## src/include/debug_defs.svh

```systemverilog
`ifndef DEBUG_DEFS_SVH
`define DEBUG_DEFS_SVH

// frame prefixes
`define DBG_PREFIX_ERROR 8'h45 // 'E'
`define DBG_PREFIX_INFO  8'h49 // 'I'

`define DBG_NO_CYCLE   8'hFF
`define DBG_NO_ADDRESS 8'hFF

// codes carried in the frame data field
`define DBG_ERR_UNKNOWN_COMMAND 32'd1
`define DBG_ERR_ALREADY_LOADED  32'd2
`define DBG_ERR_MEMORY_FULL     32'd3
`define DBG_ERR_NO_PROGRAM      32'd4
`define DBG_INFO_END_PROGRAM    32'd1

// command characters sent as the first byte of a word
`define DBG_CHAR_L 8'h4C
`define DBG_CHAR_F 8'h46
`define DBG_CHAR_E 8'h45
`define DBG_CHAR_S 8'h53
`define DBG_CHAR_N 8'h4E

`define DBG_HALT_WORD 32'hFC00_0000

`define DBG_REG_COUNT   32
`define DBG_WORD_BYTES  4
`define DBG_FRAME_BYTES 7

`endif

```

## src/logic/debug_pkg.sv

```systemverilog
package debug_pkg;

    typedef logic [7:0]    byte_t;
    typedef logic [31:0]   word_t;
    typedef logic [4:0]    reg_index_t;
    typedef logic [1023:0] reg_bank_t; // register 0 in the low bits
    typedef logic [7:0]    step_t;

    typedef enum logic [2:0] {
        CMD_LOAD,
        CMD_FLUSH,
        CMD_RUN,
        CMD_STEP,
        CMD_NEXT,
        CMD_UNKNOWN
    } cmd_e;

    typedef enum logic [2:0] {
        IDLE,
        LOAD,
        RUN,
        STEP_WAIT,
        STEP_PULSE,
        DUMP,
        REPORT
    } ctrl_state_e;

endpackage

```

## src/logic/debug_command_receiver.sv

```systemverilog
`timescale 1ns/10ps
`include "debug_defs.svh"

module debug_command_receiver
    import debug_pkg::*;
(
    input  logic  i_clk,
    input  logic  i_reset,
    input  logic  i_uart_empty,
    input  byte_t i_uart_data_rd,
    input  logic  i_word_req,
    input  logic  i_step_mode,
    output logic  o_uart_rd,
    output logic  o_word_valid,
    output word_t o_word,
    output cmd_e  o_cmd
);

    logic [1:0] byte_cnt;
    logic       gap;     // cycle after each pop
    logic       hold;    // word delivered and request not yet dropped
    word_t      shift_q;
    word_t      word_in;

    // first byte ends up in the low bits
    assign word_in   = {i_uart_data_rd, shift_q[31:8]};
    assign o_uart_rd = i_word_req && !hold && !gap && !i_uart_empty;
    assign o_word    = shift_q;

    function automatic cmd_e classify(input word_t w, input logic step_mode);
        cmd_e c;
        if (step_mode)
        begin
            case (w)
                {24'h0, `DBG_CHAR_N}: c = CMD_NEXT;
                {24'h0, `DBG_CHAR_S}: c = CMD_STEP;
                default:              c = CMD_UNKNOWN;
            endcase
        end
        else
        begin
            case (w)
                {24'h0, `DBG_CHAR_L}: c = CMD_LOAD;
                {24'h0, `DBG_CHAR_F}: c = CMD_FLUSH;
                {24'h0, `DBG_CHAR_E}: c = CMD_RUN;
                {24'h0, `DBG_CHAR_S}: c = CMD_STEP;
                default:              c = CMD_UNKNOWN;
            endcase
        end
        return c;
    endfunction

    always_ff @(posedge i_clk or posedge i_reset)
    begin
        if (i_reset)
        begin
            byte_cnt     <= '0;
            gap          <= 1'b0;
            hold         <= 1'b0;
            o_word_valid <= 1'b0;
        end
        else
        begin
            o_word_valid <= 1'b0;
            gap          <= o_uart_rd;
            if (!i_word_req)
                hold <= 1'b0;
            if (o_uart_rd)
            begin
                byte_cnt <= byte_cnt + 2'd1;
                if (byte_cnt == 2'(`DBG_WORD_BYTES - 1))
                begin
                    o_word_valid <= 1'b1;
                    hold         <= 1'b1;
                end
            end
        end
    end

    always_ff @(posedge i_clk)
    begin
        if (o_uart_rd)
        begin
            shift_q <= word_in;
            if (byte_cnt == 2'(`DBG_WORD_BYTES - 1))
                o_cmd <= classify(word_in, i_step_mode);
        end
    end

endmodule

```

## src/logic/debug_frame_sender.sv

```systemverilog
`timescale 1ns/10ps
`include "debug_defs.svh"

module debug_frame_sender
    import debug_pkg::*;
(
    input  logic  i_clk,
    input  logic  i_reset,
    input  logic  i_uart_full,
    input  logic  i_frame_start,
    input  byte_t i_frame_prefix,
    input  byte_t i_frame_cycle,
    input  byte_t i_frame_addr,
    input  word_t i_frame_data,
    output logic  o_frame_busy,
    output logic  o_uart_wr,
    output byte_t o_uart_data_wr
);

    logic [8*`DBG_FRAME_BYTES-1:0] frame_q; // data bytes lowest and prefix on top
    logic [2:0]                    byte_cnt;
    logic                          gap;

    assign o_uart_wr      = o_frame_busy && !gap && !i_uart_full;
    assign o_uart_data_wr = frame_q[7:0];

    always_ff @(posedge i_clk or posedge i_reset)
    begin
        if (i_reset)
        begin
            o_frame_busy <= 1'b0;
            byte_cnt     <= '0;
            gap          <= 1'b0;
        end
        else
        begin
            gap <= o_uart_wr;
            if (i_frame_start)
            begin
                o_frame_busy <= 1'b1;
                byte_cnt     <= '0;
            end
            else if (o_uart_wr)
                byte_cnt <= byte_cnt + 3'd1;
            else if (gap && byte_cnt == 3'(`DBG_FRAME_BYTES))
                o_frame_busy <= 1'b0; // last byte gone
        end
    end

    always_ff @(posedge i_clk)
    begin
        if (i_frame_start)
            frame_q <= {i_frame_prefix, i_frame_cycle, i_frame_addr, i_frame_data};
        else if (o_uart_wr)
            frame_q <= {8'h00, frame_q[8*`DBG_FRAME_BYTES-1:8]};
    end

endmodule

```

## src/logic/debug_run_control.sv

```systemverilog
`timescale 1ns/10ps
`include "debug_defs.svh"

module debug_run_control
    import debug_pkg::*;
(
    input  logic      i_clk,
    input  logic      i_reset,
    input  logic      i_word_valid,
    input  word_t     i_word,
    input  cmd_e      i_cmd,
    input  logic      i_frame_busy,
    input  logic      i_mips_end_program,
    input  logic      i_instruction_memory_empty,
    input  logic      i_instruction_memory_full,
    input  reg_bank_t i_registers,
    output logic      o_word_req,
    output logic      o_step_mode,
    output logic      o_mips_enabled,
    output logic      o_mips_flush,
    output logic      o_mips_clear_program,
    output logic      o_mips_instruction_wr,
    output word_t     o_mips_instruction,
    output logic      o_frame_start,
    output byte_t     o_frame_prefix,
    output byte_t     o_frame_cycle,
    output byte_t     o_frame_addr,
    output word_t     o_frame_data
);

    ctrl_state_e state;
    ctrl_state_e after_report; // where REPORT goes once the frame is out
    step_t       step_count;
    reg_index_t  reg_idx;
    logic        dump_done;
    logic        req_gap;      // request low for a cycle after each word

    logic        send_frame;
    ctrl_state_e send_after;
    byte_t       nxt_prefix;
    byte_t       nxt_cycle;
    byte_t       nxt_addr;
    word_t       nxt_data;

    assign o_word_req  = (state == IDLE || state == LOAD || state == STEP_WAIT) && !req_gap;
    assign o_step_mode = (state == STEP_WAIT);

    // which frame, if any, leaves this cycle
    always_comb
    begin
        send_frame = 1'b0;
        send_after = IDLE;
        nxt_prefix = `DBG_PREFIX_ERROR;
        nxt_cycle  = `DBG_NO_CYCLE;
        nxt_addr   = `DBG_NO_ADDRESS;
        nxt_data   = `DBG_ERR_UNKNOWN_COMMAND;
        case (state)
            IDLE:
                if (i_word_valid)
                begin
                    case (i_cmd)
                        CMD_LOAD:
                        begin
                            send_frame = i_instruction_memory_full || !i_instruction_memory_empty;
                            nxt_data   = i_instruction_memory_full ? `DBG_ERR_MEMORY_FULL
                                                                   : `DBG_ERR_ALREADY_LOADED;
                        end
                        CMD_FLUSH:
                            send_frame = 1'b0;
                        CMD_RUN, CMD_STEP:
                        begin
                            send_frame = i_instruction_memory_empty;
                            nxt_data   = `DBG_ERR_NO_PROGRAM;
                        end
                        default:
                            send_frame = 1'b1;
                    endcase
                end
            STEP_WAIT:
                send_frame = i_word_valid && i_cmd != CMD_NEXT && i_cmd != CMD_STEP;
            RUN:
            begin
                send_frame = i_mips_end_program && !o_mips_flush;
                nxt_prefix = `DBG_PREFIX_INFO;
                nxt_data   = `DBG_INFO_END_PROGRAM;
            end
            DUMP:
            begin
                send_frame = !dump_done || i_mips_end_program;
                nxt_prefix = `DBG_PREFIX_INFO;
                nxt_cycle  = step_count;
                nxt_data   = `DBG_INFO_END_PROGRAM;
                if (!dump_done)
                begin
                    nxt_addr   = {3'b000, reg_idx};
                    nxt_data   = i_registers[reg_idx * $bits(word_t) +: $bits(word_t)];
                    send_after = DUMP;
                end
            end
            default:
                send_frame = 1'b0;
        endcase
    end

    always_ff @(posedge i_clk or posedge i_reset)
    begin
        if (i_reset)
        begin
            state                 <= IDLE;
            after_report          <= IDLE;
            step_count            <= '0;
            reg_idx               <= '0;
            dump_done             <= 1'b0;
            req_gap               <= 1'b0;
            o_mips_enabled        <= 1'b0;
            o_mips_flush          <= 1'b0;
            o_mips_clear_program  <= 1'b0;
            o_mips_instruction_wr <= 1'b0;
            o_frame_start         <= 1'b0;
        end
        else
        begin
            req_gap               <= i_word_valid;
            o_mips_flush          <= 1'b0;
            o_mips_clear_program  <= 1'b0;
            o_mips_instruction_wr <= 1'b0;
            o_frame_start         <= 1'b0;
            if (send_frame)
            begin
                o_frame_start  <= 1'b1;
                o_mips_enabled <= 1'b0; // stops a continuous run
                after_report   <= send_after;
                state          <= REPORT;
                dump_done      <= 1'b0;
                if (state == DUMP && !dump_done)
                begin
                    reg_idx   <= reg_idx + 5'd1;
                    dump_done <= (reg_idx == 5'(`DBG_REG_COUNT - 1));
                end
            end
            else
            begin
                case (state)
                    IDLE:
                        if (i_word_valid)
                        begin
                            case (i_cmd)
                                CMD_LOAD:
                                    state <= LOAD;
                                CMD_FLUSH:
                                begin
                                    o_mips_flush         <= 1'b1;
                                    o_mips_clear_program <= 1'b1;
                                end
                                CMD_RUN:
                                begin
                                    o_mips_flush <= 1'b1;
                                    state        <= RUN;
                                end
                                CMD_STEP:
                                begin
                                    o_mips_flush <= 1'b1;
                                    step_count   <= '0;
                                    state        <= STEP_WAIT;
                                end
                                default:
                                    state <= IDLE;
                            endcase
                        end
                    LOAD:
                        if (i_word_valid)
                        begin
                            o_mips_instruction_wr <= 1'b1;
                            if (i_word == `DBG_HALT_WORD)
                                state <= IDLE;
                        end
                    RUN:
                        o_mips_enabled <= 1'b1;
                    STEP_WAIT:
                        if (i_word_valid)
                        begin
                            if (i_cmd == CMD_NEXT)
                            begin
                                step_count     <= step_count + 8'd1;
                                o_mips_enabled <= 1'b1;
                                state          <= STEP_PULSE;
                            end
                            else
                                state <= IDLE; // S leaves step mode
                        end
                    STEP_PULSE:
                    begin
                        o_mips_enabled <= 1'b0;
                        reg_idx        <= '0;
                        state          <= DUMP;
                    end
                    DUMP:
                    begin
                        dump_done <= 1'b0;
                        state     <= STEP_WAIT;
                    end
                    REPORT:
                        if (!o_frame_start && !i_frame_busy)
                            state <= after_report;
                    default:
                        state <= IDLE;
                endcase
            end
        end
    end

    always_ff @(posedge i_clk)
    begin
        if (state == LOAD && i_word_valid)
            o_mips_instruction <= i_word;
        if (send_frame)
        begin
            o_frame_prefix <= nxt_prefix;
            o_frame_cycle  <= nxt_cycle;
            o_frame_addr   <= nxt_addr;
            o_frame_data   <= nxt_data;
        end
    end

endmodule

```

## src/logic/debug_unit.sv

```systemverilog
`timescale 1ns/10ps

module debug_unit
    import debug_pkg::*;
(
    input  logic      i_clk,
    input  logic      i_reset,
    input  logic      i_uart_empty,
    input  byte_t     i_uart_data_rd,
    output logic      o_uart_rd,
    input  logic      i_uart_full,
    output logic      o_uart_wr,
    output byte_t     o_uart_data_wr,
    output logic      o_mips_enabled,
    output logic      o_mips_flush,
    output logic      o_mips_clear_program,
    output word_t     o_mips_instruction,
    output logic      o_mips_instruction_wr,
    input  logic      i_mips_end_program,
    input  logic      i_instruction_memory_empty,
    input  logic      i_instruction_memory_full,
    input  reg_bank_t i_registers
);

    logic  word_req;
    logic  step_mode;
    logic  word_valid;
    word_t word;
    cmd_e  cmd;

    logic  frame_start;
    logic  frame_busy;
    byte_t frame_prefix;
    byte_t frame_cycle;
    byte_t frame_addr;
    word_t frame_data;

    debug_command_receiver u_receiver (
        .i_clk          (i_clk),
        .i_reset        (i_reset),
        .i_uart_empty   (i_uart_empty),
        .i_uart_data_rd (i_uart_data_rd),
        .i_word_req     (word_req),
        .i_step_mode    (step_mode),
        .o_uart_rd      (o_uart_rd),
        .o_word_valid   (word_valid),
        .o_word         (word),
        .o_cmd          (cmd)
    );

    debug_run_control u_control (
        .i_clk                      (i_clk),
        .i_reset                    (i_reset),
        .i_word_valid               (word_valid),
        .i_word                     (word),
        .i_cmd                      (cmd),
        .i_frame_busy               (frame_busy),
        .i_mips_end_program         (i_mips_end_program),
        .i_instruction_memory_empty (i_instruction_memory_empty),
        .i_instruction_memory_full  (i_instruction_memory_full),
        .i_registers                (i_registers),
        .o_word_req                 (word_req),
        .o_step_mode                (step_mode),
        .o_mips_enabled             (o_mips_enabled),
        .o_mips_flush               (o_mips_flush),
        .o_mips_clear_program       (o_mips_clear_program),
        .o_mips_instruction_wr      (o_mips_instruction_wr),
        .o_mips_instruction         (o_mips_instruction),
        .o_frame_start              (frame_start),
        .o_frame_prefix             (frame_prefix),
        .o_frame_cycle              (frame_cycle),
        .o_frame_addr               (frame_addr),
        .o_frame_data               (frame_data)
    );

    debug_frame_sender u_sender (
        .i_clk          (i_clk),
        .i_reset        (i_reset),
        .i_uart_full    (i_uart_full),
        .i_frame_start  (frame_start),
        .i_frame_prefix (frame_prefix),
        .i_frame_cycle  (frame_cycle),
        .i_frame_addr   (frame_addr),
        .i_frame_data   (frame_data),
        .o_frame_busy   (frame_busy),
        .o_uart_wr      (o_uart_wr),
        .o_uart_data_wr (o_uart_data_wr)
    );

endmodule

```

## config.mk

```make
export PLATFORM = sky130hd
export DESIGN_NAME = debug_unit
export DESIGN_NICKNAME = d
export VERILOG_FILES = /design/src/logic/debug_pkg.sv /design/src/logic/debug_command_receiver.sv /design/src/logic/debug_frame_sender.sv /design/src/logic/debug_run_control.sv /design/src/logic/debug_unit.sv
export VERILOG_INCLUDE_DIRS = /design/src /design/src/include
export SDC_FILE = /design/constraint.sdc
export NUM_CORES = 1
export LEC_CHECK = 0
export BUFFER_PORTS_ARGS = -buffer_cell sky130_fd_sc_hd__buf_2
export CORE_AREA = 2 2 428 430
export DETAILED_ROUTE_END_ITERATION = 7
export DIE_AREA = 0 0 430 432
export PLACE_DENSITY_LB_ADDON = 0.15
export SKIP_LAST_GASP = 1
export SYNTH_ARGS = -nofsm -noshare
export SYNTH_HDL_FRONTEND = slang
export SYNTH_HIERARCHICAL = 1
export SYNTH_SLANG_ARGS = --single-unit
```

## constraint.sdc

```tcl
create_clock -name i_clk -period 9.44 [get_ports i_clk]
set_input_delay 0.472 -clock i_clk [delete_from_list [all_inputs] [get_ports i_clk]]
set_output_delay 0.472 -clock i_clk [all_outputs]
set_load 0.01 [all_outputs]
```

=== Yosys cells after proc, flatten, opt, wreduce, memory -nomap -nowiden ===
Cells that the tools add are included.

* Register bits: 215
* Bits in latches: 0
* Memory bits (writable): 0
* Bits in read-only memories: 0
* Input bits: 1039
* Output and inout port bits: 46
* Logic and storage cells: 178
* Memories kept: 0

* $add $sub $neg: 4
* $mul: 0
* Div/mod/pow operators: 0
* $lt $le $gt $ge: 0
* Equal/unequal tests: 35
* Shift-type cells: 1
* Muxes and demuxes: 63
* Bitwise operators: 2
* Reduce and logical (&&, ||, !) cells: 46

{| class="wikitable"
|+ Operators with widths
! cell !! number
|-
| $shiftx A1024 B11 Y32 || 1
|-
| $eq A32 B7 Y1 const B || 5
|-
| $pmux W32 S2 || 2
|-
| $mux W56 || 2
|-
| $mux W32 || 2
|-
| $mux W8 || 5
|-
| $mux W3 || 12
|-
| $eq A32 B32 Y1 const B || 1
|-
| $mux W1 || 28
|-
| $pmux W3 S4 || 2
|-
| $pmux W3 S7 || 1
|-
| $pmux W8 S2 || 1
|-
| $eq A3 B3 Y1 const B || 5
|-
| $mux W5 || 3
|-
| $ne A3 B2 Y1 const B || 5
|-
| $logic_and A1 B1 Y1 || 13
|-
| $eq A3 B2 Y1 const B || 4
|-
| $logic_not A1 Y1 || 11
|-
| $reduce_bool A2 Y1 || 5
|-
| $ne A3 B1 Y1 const B || 3
|-
| $add A8 B1 Y8 const B || 1
|-
| $ne A2 B2 Y1 const B || 4
|-
| $reduce_and A7 Y1 || 1
|-
| $eq A3 B1 Y1 const B || 2
|-
| other kinds (20) || 32
|}

=== Logic depth before layout (Yosys ltp) ===
* Depth in word-level cells: 8
* Gate-level depth with buffers: 10
* Depth with buffers taken out: 6

=== Hierarchy ===
Netlist, hierarchy kept.

{| class="wikitable"
|+ By module, submodules not included
! module !! times used !! cells an instance !! area each (um^2) !! seq. area each (um^2)
|-
| debug_run_control || 1 || 795 || 12077.8 || 3002.9
|-
| debug_frame_sender || 1 || 148 || 2663.8 || 1806.7
|-
| debug_command_receiver || 1 || 71 || 1427.6 || 1176.1
|}

=== Worst setup path after synthesis ===
No wires, ideal clock.

* Kind: flip-flop to flip-flop
* Start: register u_receiver.o_cmd[0]
* End: register u_control.o_frame_addr[0], enable pin
* Setup time: 0.875 ns
* Arrival time: 2.567 ns
* Slack: 5.998 ns
* Stages on the path, launching flop included: 6
* Buffers on the path: 1
* Period minus slack after synthesis: 3.442 ns
* Cells stage by stage: edfxtp_1 clkbuf_1 nor2_1 a221oi_1 nor2_1 nand4b_1

* Cells in the longest elaborated chain, start to end: 5

{| class="wikitable"
|+ Ends and longest elaborated chain
! what !! RTL line !! source
|-
| start, declared || debug_command_receiver.sv:16 || <nowiki>output cmd_e o_cmd</nowiki>
|-
| start signal, assigned || debug_command_receiver.sv:86 || <nowiki>o_cmd <= classify(word_in, i_step_mode);</nowiki>
|-
| $eq A3 B2 Y1 || debug_run_control.sv:61 || <nowiki>case (i_cmd)</nowiki>
|-
| $reduce_or A2 Y1 || debug_run_control.sv:61 ||
|-
| $pmux W1 S3 || debug_run_control.sv:61 ||
|-
| $mux W1 || debug_run_control.sv:59 || <nowiki>if (i_word_valid)</nowiki>
|-
| $pmux W1 S4 * || debug_run_control.sv:57 || <nowiki>case (state)</nowiki>
|-
| net u_control.send_frame || debug_run_control.sv:38 || <nowiki>logic send_frame;</nowiki>
|-
| end signal, assigned || debug_run_control.sv:220 || <nowiki>o_frame_addr <= nxt_addr;</nowiki>
|-
| end, declared || debug_run_control.sv:27 || <nowiki>output byte_t o_frame_addr,</nowiki>
|}

The timed path passes the listed nets; every way through them passes the cells marked *.
A chain may end at the register's enable or synchronous reset.

=== Final worst setup path ===
* Start: register u_control.reg_idx[1]
* End: register u_control.o_frame_data[12] (data pin)

* Cells in the longest elaborated chain, start to end: 3

{| class="wikitable"
|+ Ends and longest elaborated chain
! what !! RTL line !! source
|-
| start, declared || debug_run_control.sv:34 || <nowiki>reg_index_t reg_idx;</nowiki>
|-
| start signal, assigned || debug_run_control.sv:137 || <nowiki>reg_idx <= reg_idx + 5'd1;</nowiki>
|-
| $shiftx A1024 B11 Y32 || debug_run_control.sv:96 || <nowiki>nxt_data = i_registers[reg_idx * $bits(word_t) +: $bits(word_t)];</nowiki>
|-
| $mux W32 || debug_run_control.sv:93 || <nowiki>if (!dump_done)</nowiki>
|-
| $pmux W32 S2 || debug_run_control.sv:57 ||
|-
| net u_control.nxt_data[12] || debug_run_control.sv:43 || <nowiki>word_t nxt_data;</nowiki>
|-
| end signal, assigned || debug_run_control.sv:221 || <nowiki>o_frame_data <= nxt_data;</nowiki>
|-
| end, declared || debug_run_control.sv:28 || <nowiki>output word_t o_frame_data</nowiki>
|}

The timed path passes the listed nets, and every way through them passes these cells.

==> impl_results.html <==
<table>
<tr><th>Metric</th><th>Value</th></tr>
<tr><th colspan="2">Status</th></tr>
<tr><td>Outcome</td><td>completed</td></tr>
<tr><th colspan="2">GRT</th></tr>
<tr><td>Total Routing Usage GR</td><td>0.146</td></tr>
<tr><td>Global-route wire length before repair</td><td>around 180000 um</td></tr>
<tr><td>Number of antenna violations at the first check in global routing</td><td>about 130</td></tr>
<tr><td>Aggregate global routing overflow</td><td>0</td></tr>
<tr><td>Number of global-route vias before repair</td><td>16600</td></tr>
<tr><td>Maximum number of pins on one net before global-route repair</td><td>111</td></tr>
<tr><th colspan="2">Worst hold path</th></tr>
<tr><td>Path type of the worst min-delay path</td><td>input port to flip-flop</td></tr>
<tr><td>Min-Delay Path Depth</td><td>2</td></tr>
<tr><th colspan="2">CTS</th></tr>
<tr><td>Clock-pin transition on the worst setup and hold timing paths</td><td>~70 ps</td></tr>
<tr><td>CTS tree</td><td>done</td></tr>
<tr><td>Root cell of the clock tree</td><td>clkbuf_16</td></tr>
<tr><td>CTS Buffer Depth</td><td>3</td></tr>
<tr><td>Total of cells resized after clock tree synthesis</td><td>0</td></tr>
<tr><td>CTS buffer count</td><td>24</td></tr>
<tr><td>TritonCTS Sinks</td><td>205</td></tr>
<tr><td>Setup fix buffers added after clock tree synthesis</td><td>0</td></tr>
<tr><td>Clk_lat worst skew</td><td>~540 ps</td></tr>
<tr><td>Depth of the CTS H-tree</td><td>1</td></tr>
<tr><th colspan="2">Place</th></tr>
<tr><td>Count of port buffers added during placement</td><td>about 1100</td></tr>
<tr><td>Worst slack, placed</td><td>approximately 5400 ps</td></tr>
<tr><td>Half-perimeter wire length after placement</td><td>124000 um</td></tr>
<tr><td>Weighted congestion reported at the end of routability-driven placement</td><td>about 0.9</td></tr>
<tr><th colspan="2">STA</th></tr>
<tr><td>Final clock skew</td><td>10.3 ps</td></tr>
<tr><td>Hold Violations, Final</td><td>0</td></tr>
<tr><td>Setup repair after global routing missed its margin</td><td>no</td></tr>
<tr><td>Period Utilization, post-route</td><td>0.421</td></tr>
<tr><td>Total Neg Setup Slack</td><td>0 ps</td></tr>
<tr><td>Total count of max-transition violations in the final report</td><td>0</td></tr>
<tr><td>Slew headroom</td><td>0.344</td></tr>
<tr><td>Fmax achieved</td><td>around 250 MHz</td></tr>
<tr><td>Minimum clock period after layout</td><td>between 3000 and 4000 ps</td></tr>
<tr><td>Measured slew at the worst slew-check pin</td><td>984 ps</td></tr>
<tr><td>Worst Setup Slack, final</td><td>5470 ps</td></tr>
<tr><td>Endpoints failing setup</td><td>0</td></tr>
<tr><th colspan="2">Yosys</th></tr>
<tr><td>Seq cells post-synth</td><td>205</td></tr>
<tr><td>Average size of a mapped cell</td><td>15.9 um2</td></tr>
<tr><td>Number of synthesized flops with an enable pin</td><td>between 150 and 200</td></tr>
<tr><td>Dominant cell type by area after synthesis</td><td>mux4_2</td></tr>
<tr><td>Dominant cells by area after synthesis</td><td>mux4_2 (44%), edfxtp_1 (32%), dfrtp_1 (5.3%)</td></tr>
<tr><td>Cell count after synthesis</td><td>1014</td></tr>
<tr><td>Synth Flop Type</td><td>edfxtp_1</td></tr>
<tr><td>Post-synthesis instance area</td><td>about 16000 um2</td></tr>
<tr><td>Share of Yosys cell area claimed by the top area cell type</td><td>0.437</td></tr>
<tr><td>Sequential element share of the synthesized area</td><td>0.370</td></tr>
<tr><td>Most common cell in the synthesized netlist</td><td>mux4_2</td></tr>
<tr><td>Number of warnings issued by yosys</td><td>6</td></tr>
<tr><td>Synth async-reset ratio</td><td>0.166</td></tr>
<tr><td>Number of distinct standard cells referenced by the synthesized netlist</td><td>62</td></tr>
<tr><td>Top cells by instance count after synthesis</td><td>mux4_2 (314), edfxtp_1 (171), mux2_2 (45)</td></tr>
<tr><th colspan="2">Die</th></tr>
<tr><td>Effective utilization at floorplan</td><td>0.0890</td></tr>
<tr><td>Die width</td><td>about 430 um</td></tr>
<tr><td>Overall die area</td><td>between 150000 and 200000 um2</td></tr>
<tr><td>Core Area</td><td>~180000 um2</td></tr>
<tr><td>Cell row count</td><td>roughly 160</td></tr>
<tr><td>Count of pins on the block boundary</td><td>between 1000 and 1500</td></tr>
<tr><td>Overall die height</td><td>432 um</td></tr>
<tr><th colspan="2">Flow run</th></tr>
<tr><td>Reported max-cap violation count</td><td>0</td></tr>
<tr><th colspan="2">Detailed routing</th></tr>
<tr><td>Total length of routed wires</td><td>~140000 um</td></tr>
<tr><td>Detailed Route Iter0 Violations</td><td>slightly above 1000</td></tr>
<tr><td>First-pass DRT Iterations</td><td>4</td></tr>
<tr><td>Residual DRC</td><td>0</td></tr>
<tr><td>Via density per instance</td><td>between 3 and 4</td></tr>
<tr><td>Average wire per cell in the routed design</td><td>31.6 um</td></tr>
<tr><td>Antenna violation net count after detailed routing</td><td>0</td></tr>
<tr><td>Routed via count</td><td>15500</td></tr>
<tr><th colspan="2">Layout</th></tr>
<tr><td>Number of nets in the layout</td><td>3078</td></tr>
<tr><td>Fraction of final layout cells with drive strength greater than 1</td><td>0.744</td></tr>
<tr><td>Area growth from synthesis to layout</td><td>55.2%</td></tr>
<tr><th colspan="2">Worst setup path</th></tr>
<tr><td>Worst reg-to-reg setup slack</td><td>~5500 ps</td></tr>
<tr><td>Arrival time at the worst endpoint</td><td>4260 ps</td></tr>
<tr><td>Worst-path maximum fanout</td><td>between 60 and 70</td></tr>
<tr><td>Setup crit start kind</td><td>flip-flop</td></tr>
<tr><td>Required time worst endpoint</td><td>just under 10000 ps</td></tr>
<tr><td>Classification of the worst setup path</td><td>flip-flop to flip-flop</td></tr>
<tr><td>Kind of end point of the critical path</td><td>flip-flop</td></tr>
<tr><td>Worst Reg-to-Reg Cells</td><td>6</td></tr>
<tr><th colspan="2">Power and ir drop</th></tr>
<tr><td>Peak VDD IR</td><td>0.126 mV</td></tr>
<tr><td>Static Leak</td><td>around 9.4 nW</td></tr>
<tr><td>Power per unit of standard cell area</td><td>207 nW/um2</td></tr>
</table>
cells in the final DEF, fill, tap and decap left out, drive strengths merged, types with 12 or more instances in the layout:
cell type / n
nand2: 24
buf: 1106
nor2: 18
mux2: 51
diode: 28
o21ai: 49
mux4: 314
nor4: 13
or3: 12
edfxtp: 171
nand2b: 14
clkbuf: 30
dfrtp: 34
nand3: 35
inv: 38
state kept, by name, summed over array words and instances, names as in the netlist, 3 cells and up:
name                          count
u_control/o_frame_data           32
u_control/o_frame_cycle           8
u_control/step_count              8
u_control/state                   3
u_sender/byte_cnt                 3
u_receiver/o_word                32
u_control/o_frame_addr            6
u_sender/frame_q                 56
u_control/o_mips_instruction     32
u_receiver/o_cmd                  3
u_control/reg_idx                 5
stage by stage:
stage	std cells	hold WS [ps]	cell area, um2	total power [mW]	utilization
6_report	4464	127	25100	5.20	0.138
5_1_grt	4448	100	25100	5.52	0.138
4_1_cts	4436	93.0	25000	5.39	0.138
3_5_place_dp	4391	421	24200	4.35	0.133
3_3_place_gp	4391	426	24200	4.38	0.133
2_1_floorplan	1018	251	16200	3.13	-
cell type report:
cell class                 instances  area (um2)
inverter                          41         154
antenna                           28        70.1
fill                           20600      157000
timing repair buffer            1107        5640
multi-input combinational        654        9420
clock inverter                    14         169
tap                             2385        2980
sequential                       205        6000
clock buffer                      30         654
timing repair:
action                                  in CTS  in global routing
hold endpoints to repair                    10                  0
endpoints found under the setup margin       0                  0
hold buffers                                 1                  0
critical path, stage by stage (launching register included):
cell	delay, ps
dfrtp_4	800
buf_4	810
buf_4	860
mux4_2	430
mux4_2	490
nand3_1	100
o21ai_1	80
power breakdown:
part	switching, mW	total, mW	internal, mW
Combinational	1.41	2.63	1.22
Clock	0.425	1.00	0.578
Sequential	0.218	1.57	1.35
metal layers:
metal,share of wire,track usage
met1,0.37,0.167
met2,0.53,0.273
met3,0.078,0.0455
met4,0.017,0.0162
met5,0.0037,0
logic make-up after synthesis:
| logic type | after synthesis | share of synthesized area |
|---|---|---|
| other cells | 2 | 0.000464 |
| mux | 374 | 0.479 |
| compound gates | 85 | 0.0313 |
| buf+inv | 159 | 0.0486 |
| flops | 205 | 0.370 |
| simple gates | 178 | 0.0635 |
| fa+ha+maj | 6 | 0.00464 |
| xor+xnor | 5 | 0.00271 |
worst paths after layout:
path | from | endpoint
hold / removal | i_uart_empty | u_receiver/gap
max in group asynchronous | i_reset | u_control/reg_idx[0]
hold reg to reg | u_receiver/o_word[5] | u_control/o_mips_instruction[5]
setup reg to reg | u_control/reg_idx[1] | u_control/o_frame_data[12]
setup / recovery | u_control/reg_idx[1] | u_control/o_frame_data[12]
min in group asynchronous | i_reset | u_sender/gap
Power figures use the tool's default switching activity.
